==> config.mk <==
export PLATFORM = sky130hd
export DESIGN_NAME = lpif_link_top
export DESIGN_NICKNAME = d
export VERILOG_FILES = /design/src/verilog/lpif_pkg.sv /design/src/verilog/lpif_link_top.sv /design/src/verilog/lpif_phy_concat.sv /design/src/verilog/lpif_user_if.sv /design/src/verilog/ll_auto_sync.sv
export SDC_FILE = /design/constraint.sdc
export NUM_CORES = 1
export LEC_CHECK = 0
export BUFFER_PORTS_ARGS = -buffer_cell sky130_fd_sc_hd__buf_4
export CAP_MARGIN = 25
export CORE_AREA = 4 4 282 284
export DETAILED_ROUTE_END_ITERATION = 16
export DIE_AREA = 0 0 286 288
export GPL_TIMING_DRIVEN = 0
export SYNTH_ARGS = -nofsm -noshare
export SYNTH_HDL_FRONTEND = slang
export SYNTH_HIERARCHICAL = 1
export SYNTH_SLANG_ARGS = --single-unit
==> constraint.sdc <==
create_clock -name clk_wr -period 2.31 [get_ports clk_wr]
set_input_delay 0.1155 -clock clk_wr [delete_from_list [all_inputs] [get_ports clk_wr]]
set_output_delay 0.1155 -clock clk_wr [all_outputs]
set_load 0.01 [all_outputs]
==> src/verilog/lpif_pkg.sv <==
package lpif_pkg;

  //////////////////////////////////////////////////
  // Link geometry
  //////////////////////////////////////////////////

  // One LPIF beat, half-rate layout
  localparam int beat_width   = 150;
  // Raw width of one PHY channel
  localparam int phy_width    = 80;
  // Beat bits carried per channel
  localparam int chan_payload = 75;
  // Programmable auto-sync delays
  localparam int delay_width  = 16;
  // One marker bit per channel
  localparam int marker_width = 2;

  //////////////////////////////////////////////////
  // Beat and channel formats
  //////////////////////////////////////////////////

  // First field sits at the MSB end
  typedef struct packed {
    logic [7:0]   state;
    logic [3:0]   protid;
    logic [127:0] data;
    logic [1:0]   dvalid;
    logic [3:0]   crc;
    logic [1:0]   crc_valid;
    logic [1:0]   valid;
  } lpif_beat_t;

  // Spare bits fill the top of the channel, always zero
  typedef struct packed {
    logic [phy_width-chan_payload-3:0] spare;
    logic                              marker;
    logic                              strobe;
    logic [chan_payload-1:0]           payload;
  } phy_chan_t;

  // Transmit side of auto sync
  typedef enum logic [2:0] {
    sync_idle,
    sync_wait_y,
    sync_online,
    sync_wait_z,
    sync_strobe
  } sync_state_t;

endpackage
==> src/verilog/lpif_link_top.sv <==
`timescale 1ns/1ps

module lpif_link_top
  import lpif_pkg::*;
(
  input  logic                    clk_wr,
  input  logic                    rst_n,
  // Link control
  input  logic                    tx_online,
  input  logic                    rx_online,
  input  logic [delay_width-1:0]  delay_x_value,
  input  logic [delay_width-1:0]  delay_y_value,
  input  logic [delay_width-1:0]  delay_z_value,
  input  logic [marker_width-1:0] tx_mrk_userbit,
  input  logic                    tx_stb_userbit,
  // User side
  input  lpif_beat_t              dstrm,
  output lpif_beat_t              ustrm,
  // PHY side
  input  phy_chan_t               rx_phy0,
  input  phy_chan_t               rx_phy1,
  output phy_chan_t               tx_phy0,
  output phy_chan_t               tx_phy1,
  // Debug
  output logic [31:0]             tx_downstream_debug_status,
  output logic [31:0]             rx_upstream_debug_status
);

  //////////////////////////////////////////////////
  // Interconnect
  //////////////////////////////////////////////////

  lpif_beat_t              txfifo_downstream_data;
  lpif_beat_t              rx_upstream_data;
  logic                    tx_online_delay;
  logic                    rx_online_delay;
  logic [marker_width-1:0] tx_auto_mrk_userbit;
  logic                    tx_auto_stb_userbit;

  // Online sequencing
  ll_auto_sync u_auto_sync (
    .clk_wr              (clk_wr),
    .rst_n               (rst_n),
    .tx_online           (tx_online),
    .rx_online           (rx_online),
    .delay_x_value       (delay_x_value),
    .delay_y_value       (delay_y_value),
    .delay_z_value       (delay_z_value),
    .tx_mrk_userbit      (tx_mrk_userbit),
    .tx_stb_userbit      (tx_stb_userbit),
    .tx_online_delay     (tx_online_delay),
    .rx_online_delay     (rx_online_delay),
    .tx_auto_mrk_userbit (tx_auto_mrk_userbit),
    .tx_auto_stb_userbit (tx_auto_stb_userbit)
  );

  // Beat register and status
  lpif_user_if u_user_if (
    .clk_wr                     (clk_wr),
    .rst_n                      (rst_n),
    .dstrm                      (dstrm),
    .ustrm                      (ustrm),
    .txfifo_downstream_data     (txfifo_downstream_data),
    .rx_upstream_data           (rx_upstream_data),
    .tx_online_delay            (tx_online_delay),
    .rx_online_delay            (rx_online_delay),
    .tx_downstream_debug_status (tx_downstream_debug_status),
    .rx_upstream_debug_status   (rx_upstream_debug_status)
  );

  // Two-channel framing, gated by delayed tx online
  lpif_phy_concat u_phy_concat (
    .clk_wr             (clk_wr),
    .rst_n              (rst_n),
    .tx_downstream_data (txfifo_downstream_data),
    .rx_upstream_data   (rx_upstream_data),
    .tx_phy0            (tx_phy0),
    .tx_phy1            (tx_phy1),
    .rx_phy0            (rx_phy0),
    .rx_phy1            (rx_phy1),
    .tx_online          (tx_online_delay),
    .tx_mrk_userbit     (tx_auto_mrk_userbit),
    .tx_stb_userbit     (tx_auto_stb_userbit)
  );

endmodule

==> src/verilog/lpif_phy_concat.sv <==
`timescale 1ns/1ps

module lpif_phy_concat
  import lpif_pkg::*;
(
  input  logic                    clk_wr,
  input  logic                    rst_n,
  input  lpif_beat_t              tx_downstream_data,
  output lpif_beat_t              rx_upstream_data,
  output phy_chan_t               tx_phy0,
  output phy_chan_t               tx_phy1,
  input  phy_chan_t               rx_phy0,
  input  phy_chan_t               rx_phy1,
  input  logic                    tx_online,
  input  logic [marker_width-1:0] tx_mrk_userbit,
  input  logic                    tx_stb_userbit
);

  //////////////////////////////////////////////////
  // Transmit framing
  //////////////////////////////////////////////////

  // Build one channel word, all zero while offline
  function automatic phy_chan_t frame_chan(
    input logic [chan_payload-1:0] payload,
    input logic                    marker,
    input logic                    strobe,
    input logic                    online
  );
    phy_chan_t chan;
    chan = '0;
    if (online) begin
      chan.marker  = marker;
      chan.strobe  = strobe;
      chan.payload = payload;
    end
    return chan;
  endfunction

  phy_chan_t tx_phy0_nxt;
  phy_chan_t tx_phy1_nxt;

  // Low half of the beat on channel 0
  assign tx_phy0_nxt = frame_chan(tx_downstream_data[chan_payload-1:0],
                                  tx_mrk_userbit[0], tx_stb_userbit, tx_online);

  // High half on channel 1
  assign tx_phy1_nxt = frame_chan(tx_downstream_data[beat_width-1 -: chan_payload],
                                  tx_mrk_userbit[1], tx_stb_userbit, tx_online);

  always_ff @(posedge clk_wr) begin
    if (!rst_n) begin
      tx_phy0 <= '0;
      tx_phy1 <= '0;
    end else begin
      tx_phy0 <= tx_phy0_nxt;
      tx_phy1 <= tx_phy1_nxt;
    end
  end

  //////////////////////////////////////////////////
  // Receive reassembly
  //////////////////////////////////////////////////

  // Markers and strobes are dropped here
  lpif_beat_t rx_beat_nxt;

  assign rx_beat_nxt = lpif_beat_t'({rx_phy1.payload, rx_phy0.payload});

  always_ff @(posedge clk_wr) begin
    if (!rst_n) begin
      rx_upstream_data <= '0;
    end else begin
      rx_upstream_data <= rx_beat_nxt;
    end
  end

endmodule

==> src/verilog/lpif_user_if.sv <==
`timescale 1ns/1ps

module lpif_user_if
  import lpif_pkg::*;
(
  input  logic        clk_wr,
  input  logic        rst_n,
  input  lpif_beat_t  dstrm,
  output lpif_beat_t  ustrm,
  output lpif_beat_t  txfifo_downstream_data,
  input  lpif_beat_t  rx_upstream_data,
  input  logic        tx_online_delay,
  input  logic        rx_online_delay,
  output logic [31:0] tx_downstream_debug_status,
  output logic [31:0] rx_upstream_debug_status
);

  //////////////////////////////////////////////////
  // Downstream beat
  //////////////////////////////////////////////////

  // Every beat accepted, no back-pressure
  always_ff @(posedge clk_wr) begin
    txfifo_downstream_data <= dstrm;
  end

  // Valid beats taken in, counted on the same edge
  logic [15:0] tx_beat_cnt;

  always_ff @(posedge clk_wr) begin
    if (!rst_n) begin
      tx_beat_cnt <= '0;
    end else if (dstrm.valid != '0) begin
      // Wraps at 16 bits
      tx_beat_cnt <= tx_beat_cnt + 1'b1;
    end
  end

  //////////////////////////////////////////////////
  // Upstream beat
  //////////////////////////////////////////////////

  // Already registered in the framing block
  assign ustrm = rx_upstream_data;

  logic [15:0] rx_beat_cnt;

  always_ff @(posedge clk_wr) begin
    if (!rst_n) begin
      rx_beat_cnt <= '0;
    end else if (rx_upstream_data.valid != '0) begin
      rx_beat_cnt <= rx_beat_cnt + 1'b1;
    end
  end

  //////////////////////////////////////////////////
  // Debug status
  //////////////////////////////////////////////////

  // Layout
  //   19    tx online
  //   18    rx online
  //   15:0  valid beat count
  assign tx_downstream_debug_status = {
    12'h000,
    tx_online_delay,
    rx_online_delay,
    2'b00,
    tx_beat_cnt
  };

  assign rx_upstream_debug_status = {
    12'h000,
    tx_online_delay,
    rx_online_delay,
    2'b00,
    rx_beat_cnt
  };

endmodule

==> src/verilog/ll_auto_sync.sv <==
`timescale 1ns/1ps

module ll_auto_sync
  import lpif_pkg::*;
(
  input  logic                    clk_wr,
  input  logic                    rst_n,
  input  logic                    tx_online,
  input  logic                    rx_online,
  input  logic [delay_width-1:0]  delay_x_value,
  input  logic [delay_width-1:0]  delay_y_value,
  input  logic [delay_width-1:0]  delay_z_value,
  input  logic [marker_width-1:0] tx_mrk_userbit,
  input  logic                    tx_stb_userbit,
  output logic                    tx_online_delay,
  output logic                    rx_online_delay,
  output logic [marker_width-1:0] tx_auto_mrk_userbit,
  output logic                    tx_auto_stb_userbit
);

  //////////////////////////////////////////////////
  // Receive side delay
  //////////////////////////////////////////////////

  // Up-counter, stops once delay_x is reached
  logic [delay_width-1:0] rx_cnt;

  always_ff @(posedge clk_wr) begin
    if (!rst_n || !rx_online) begin
      rx_cnt          <= '0;
      rx_online_delay <= 1'b0;
    end else if (!rx_online_delay) begin
      if (rx_cnt == delay_x_value) begin
        rx_online_delay <= 1'b1;
      end else begin
        rx_cnt <= rx_cnt + 1'b1;
      end
    end
  end

  //////////////////////////////////////////////////
  // Transmit side FSM
  //////////////////////////////////////////////////

  sync_state_t            state, state_nxt;
  // Shared down-counter for y then z
  logic [delay_width-1:0] tx_cnt, tx_cnt_nxt;
  logic                   cnt_done;
  logic                   online_nxt;

  // Last cycle of the current delay
  assign cnt_done = (tx_cnt <= delay_width'(1));

  always_comb begin
    state_nxt  = state;
    tx_cnt_nxt = tx_cnt;
    // Either side going offline restarts the sequence
    if (!tx_online || !rx_online) begin
      state_nxt = sync_idle;
    end else begin
      case (state)
        sync_idle: begin
          if (rx_online_delay) begin
            state_nxt  = sync_wait_y;
            tx_cnt_nxt = delay_y_value;
          end
        end
        sync_wait_y: begin
          if (cnt_done) begin
            state_nxt  = sync_online;
            tx_cnt_nxt = delay_z_value;
          end else begin
            tx_cnt_nxt = tx_cnt - 1'b1;
          end
        end
        // First z cycle, then keep counting in wait_z
        sync_online, sync_wait_z: begin
          if (cnt_done) begin
            state_nxt = sync_strobe;
          end else begin
            state_nxt  = sync_wait_z;
            tx_cnt_nxt = tx_cnt - 1'b1;
          end
        end
        sync_strobe: state_nxt = sync_strobe;
        default:     state_nxt = sync_idle;
      endcase
    end
  end

  // Tx online from entry into sync_online onwards
  assign online_nxt = (state_nxt == sync_online) || (state_nxt == sync_wait_z) ||
                      (state_nxt == sync_strobe);

  always_ff @(posedge clk_wr) begin
    if (!rst_n) begin
      state               <= sync_idle;
      tx_cnt              <= '0;
      tx_online_delay     <= 1'b0;
      tx_auto_mrk_userbit <= '0;
      tx_auto_stb_userbit <= 1'b0;
    end else begin
      state           <= state_nxt;
      tx_cnt          <= tx_cnt_nxt;
      tx_online_delay <= online_nxt;
      // Persistent marker while online, else user bits
      tx_auto_mrk_userbit <= online_nxt ? {marker_width{1'b1}} : tx_mrk_userbit;
      // Persistent strobe after delay_z
      tx_auto_stb_userbit <= (state_nxt == sync_strobe) | tx_stb_userbit;
    end
  end

endmodule

==> results.yml <==
setup_path:
  worstSetupPathType: "register to register"
  endpoint_kind: "register"
  r2r-start: "u_auto_sync/tx_cnt[3]$_SDFFE_PN0P_"
  reg2regPathDepth: 7
  r2r_end: "u_auto_sync/tx_cnt[5]$_SDFFE_PN0P_"
  r2r_slack_ns: 0.05
  startpoint_type: "register"
  path_max_fanout: 10
  required_ns: 2.79
  arrival_ns: 2.73
final_layout:
  final_common_cell: "buf_4"
  multi_input_area_um2: 4470
  final_cell_mix: "887 x buf_4, 524 x dfxtp_1, 336 x dlygate4sd3_1"
  n_fill_cell: 7497
  area_growth_syn_to_layout_pct: 72.0
  nets: 2962
  drive_above_1_share_pct: 39.7
  final_core_util_pct: 37.2
  regArea_um2: 10500
sta:
  hold_viol: 0
  skew_ns: 0.0109
  worst_pin_slew_ns: 0.940
  maxSlewViolCount: 0
  finalSetupViolations: 0
  fin_crit_sh_pct: 97.6
  rsz0062_at_grt: "no"
  relSlewSlack_pct: 37.3
  fmax_mhz: 443
  layout_min_cycle_time_ns: 2.26
global_route:
  grt-ovfl-total: 0
  grt_max_degree: 17
  grt_pass1_vias: 14720
  grt_pass1_wl_um: 88700
  grt_usage_pct: 14.1
  antenna_found_initial: 4
status:
  status: "finished clean"
logic_synthesis:
  synth.distinct_cells: 63
  async_reset_ff_share_pct: 0
  avgSynthCellArea_um2: 11.4
  synth_edf_count: 0
  synth_largest_area_cell: "dfxtp_1"
  yosys_warnings: 6
  synth_top_area_share_pct: 63.0
  ys.flop_type: "dfxtp_1"
  syn_area_um2: 16700
  ys_seq_elements: 525
  synthCells: 1470
  synth.yosys.seq_area_share_pct: 63.0
  synth_area_leaders: "dfxtp_1 63%, buf_4 8.7%, and2_1 6.6%"
floorplan:
  start_util_pct: 21.6
  dieWidth_um: 286
  die-area_um2: 82400
  io_pins: 739
  core.rowCount: 102
  fp.dieH_um: 288
  core_region_area_um2: 77100
hold_path:
  min_path_cells: 4
  holdPathEnd: "u_auto_sync/tx_cnt[13]$_SDFFE_PN0P_"
  min_from: "delay_z_value[13]"
  hold_class: "primary input to register"
drt:
  wirelength_um: 62000
  ant_nets: 0
  first_pass_iters: 5
  drc_errors: 0
  vias_per_cell: 3.84
  wl_per_cell_um: 16.9
  num_vias: 14143
  drtIter0Drc: 538
place:
  place_congestion: 0.841
  dp_hpwl_um: 45100
  port_buffers: 694
clock_tree:
  cts_root_buf: "clkbuf_16"
  clk_latency_ns: 0.61
  ctsHtreeMaxLevel: 2
  numCtsBuffers: 58
  cts_tree: "done"
  clkSinkCount: 525
  ctsLongestPathBuffers: 3
  path_clk_slew_ns: 0.06
power:
  p_leak_nw: 13.8
  power_density_nw_per_um2: 722
  irDropWorstVdd_v: 0.000494
  power_mw: 20.7
job:
  cap_violations: 0
per-stage QoR:
stage	instances	instance area, um^2	hold slack, ns	setup slack [ns]	TNS, ns
6_report	3679	28700	0.0417	0.0550	0
5_1_grt	3679	28700	0.0688	0.0136	0
4_1_cts	3675	28600	0.00333	0.0626	0
3_5_place_dp	3236	23300	0.221	-0.00457	-0.00457
3_3_place_gp	3236	23300	0.220	0.0459	0
2_1_floorplan	1502	16800	0.143	0.526	0
worst max path at each step:
stage | startpoint | to | depth (start not counted)
after global placement | u_auto_sync/tx_cnt[0]$_SDFFE_PN0P_ | u_auto_sync/tx_cnt[3]$_SDFFE_PN0P_ | 10
after global routing | u_auto_sync/tx_cnt[1]$_SDFFE_PN0P_ | u_auto_sync/tx_auto_stb_userbit$_SDFF_PN0_ | 9
after detailed placement | u_auto_sync/tx_cnt[0]$_SDFFE_PN0P_ | u_auto_sync/tx_cnt[3]$_SDFFE_PN0P_ | 10
final | u_auto_sync/tx_cnt[3]$_SDFFE_PN0P_ | u_auto_sync/tx_cnt[5]$_SDFFE_PN0P_ | 7
after CTS | u_auto_sync/tx_cnt[0]$_SDFFE_PN0P_ | u_auto_sync/tx_auto_stb_userbit$_SDFF_PN0_ | 9
after floorplan | u_auto_sync/tx_cnt[0]$_SDFFE_PN0P_ | u_auto_sync/tx_cnt[3]$_SDFFE_PN0P_ | 10
sequential cells by signal, indices dropped and copies added, names as in the netlist:
name	flops
u_auto_sync/rx_cnt	16
u_auto_sync/rx_online_delay	1
u_user_if/tx_beat_cnt	16
u_auto_sync/tx_auto_stb_userbit	1
u_auto_sync/tx_online_delay	1
u_phy_concat/rx_upstream_data	150
u_user_if/rx_beat_cnt	16
u_auto_sync/tx_auto_mrk_userbit	2
u_user_if/txfifo_downstream_data	150
u_auto_sync/state	3
u_phy_concat/tx_phy0	76
u_auto_sync/tx_cnt	16
u_phy_concat/tx_phy1	77
layout make-up:
class	count	share of cell area, %
clock buffers	78	5.67
inverters	11	0.144
multi-input cells	706	15.6
well taps	1040	4.53
flip-flops and latches	525	36.6
repair buffers	1030	29.9
clock inverters	25	1.16
plain buffers	260	6.37
diodes	4	0.0349
metal layers:
layer	vias up	GRT usage, %	wire [um]
met5	-	0	0
met4	0	6.18	2590
met3	137	5.11	5590
li1	6944	-	-
met1	6508	15.9	23900
met2	554	23.8	30000
critical path: stages, from the launching register on:
cell	delay, ns
dfxtp_1	0.39
nor3_1	0.38
nor2b_1	0.20
buf_2	0.24
a31oi_4	0.14
buf_4	0.22
a222oi_1	0.42
o22ai_1	0.14
where the power goes:
group / total [mW] / internal, mW / switching [mW]
registers: 9.44 / 9.35 / 0.0952
logic: 1.86 / 1.23 / 0.633
clock network: 9.42 / 5.53 / 3.89
total: 20.7 / 16.1 / 4.61
Yosys cell counts, drive strengths merged, types with 10 or more instances:
cell type	count
nand2	45
or3	12
a21oi	27
xnor2	15
nor4	10
nor2	22
o21ai	22
o31ai	14
nand3	21
xor2	24
dfxtp	525
clkbuf	36
inv	11
nand4	16
and3	158
and2	175
buf	224
nor3	12
logic make-up after synthesis:
| logic type | after synthesis | synth area share (%) |
|---|---|---|
| AND/OR/NAND/NOR | 497 | 17.9 |
| XOR/XNOR | 39 | 2.05 |
| other | 2 | 0.0450 |
| multiplexers | 5 | 0.300 |
| AO/OA/AOI/OAI | 126 | 5.17 |
| adder cells (fa/ha/maj) | 5 | 0.375 |
| flip-flops | 525 | 63.0 |
| buffers and inverters | 271 | 11.2 |
what timing repair did:
| action | CTS | global route |
|---|---|---|
| gates resized for setup | 1 | 8 |
| buffers inserted | 0 | 0 |
| hold buffers | 336 | 0 |
| pin swaps | 0 | 0 |
| endpoints found under the hold margin | 334 | 0 |
| endpoints found under the setup margin | 1 | 9 |
Power figures use the tool's default switching activity.
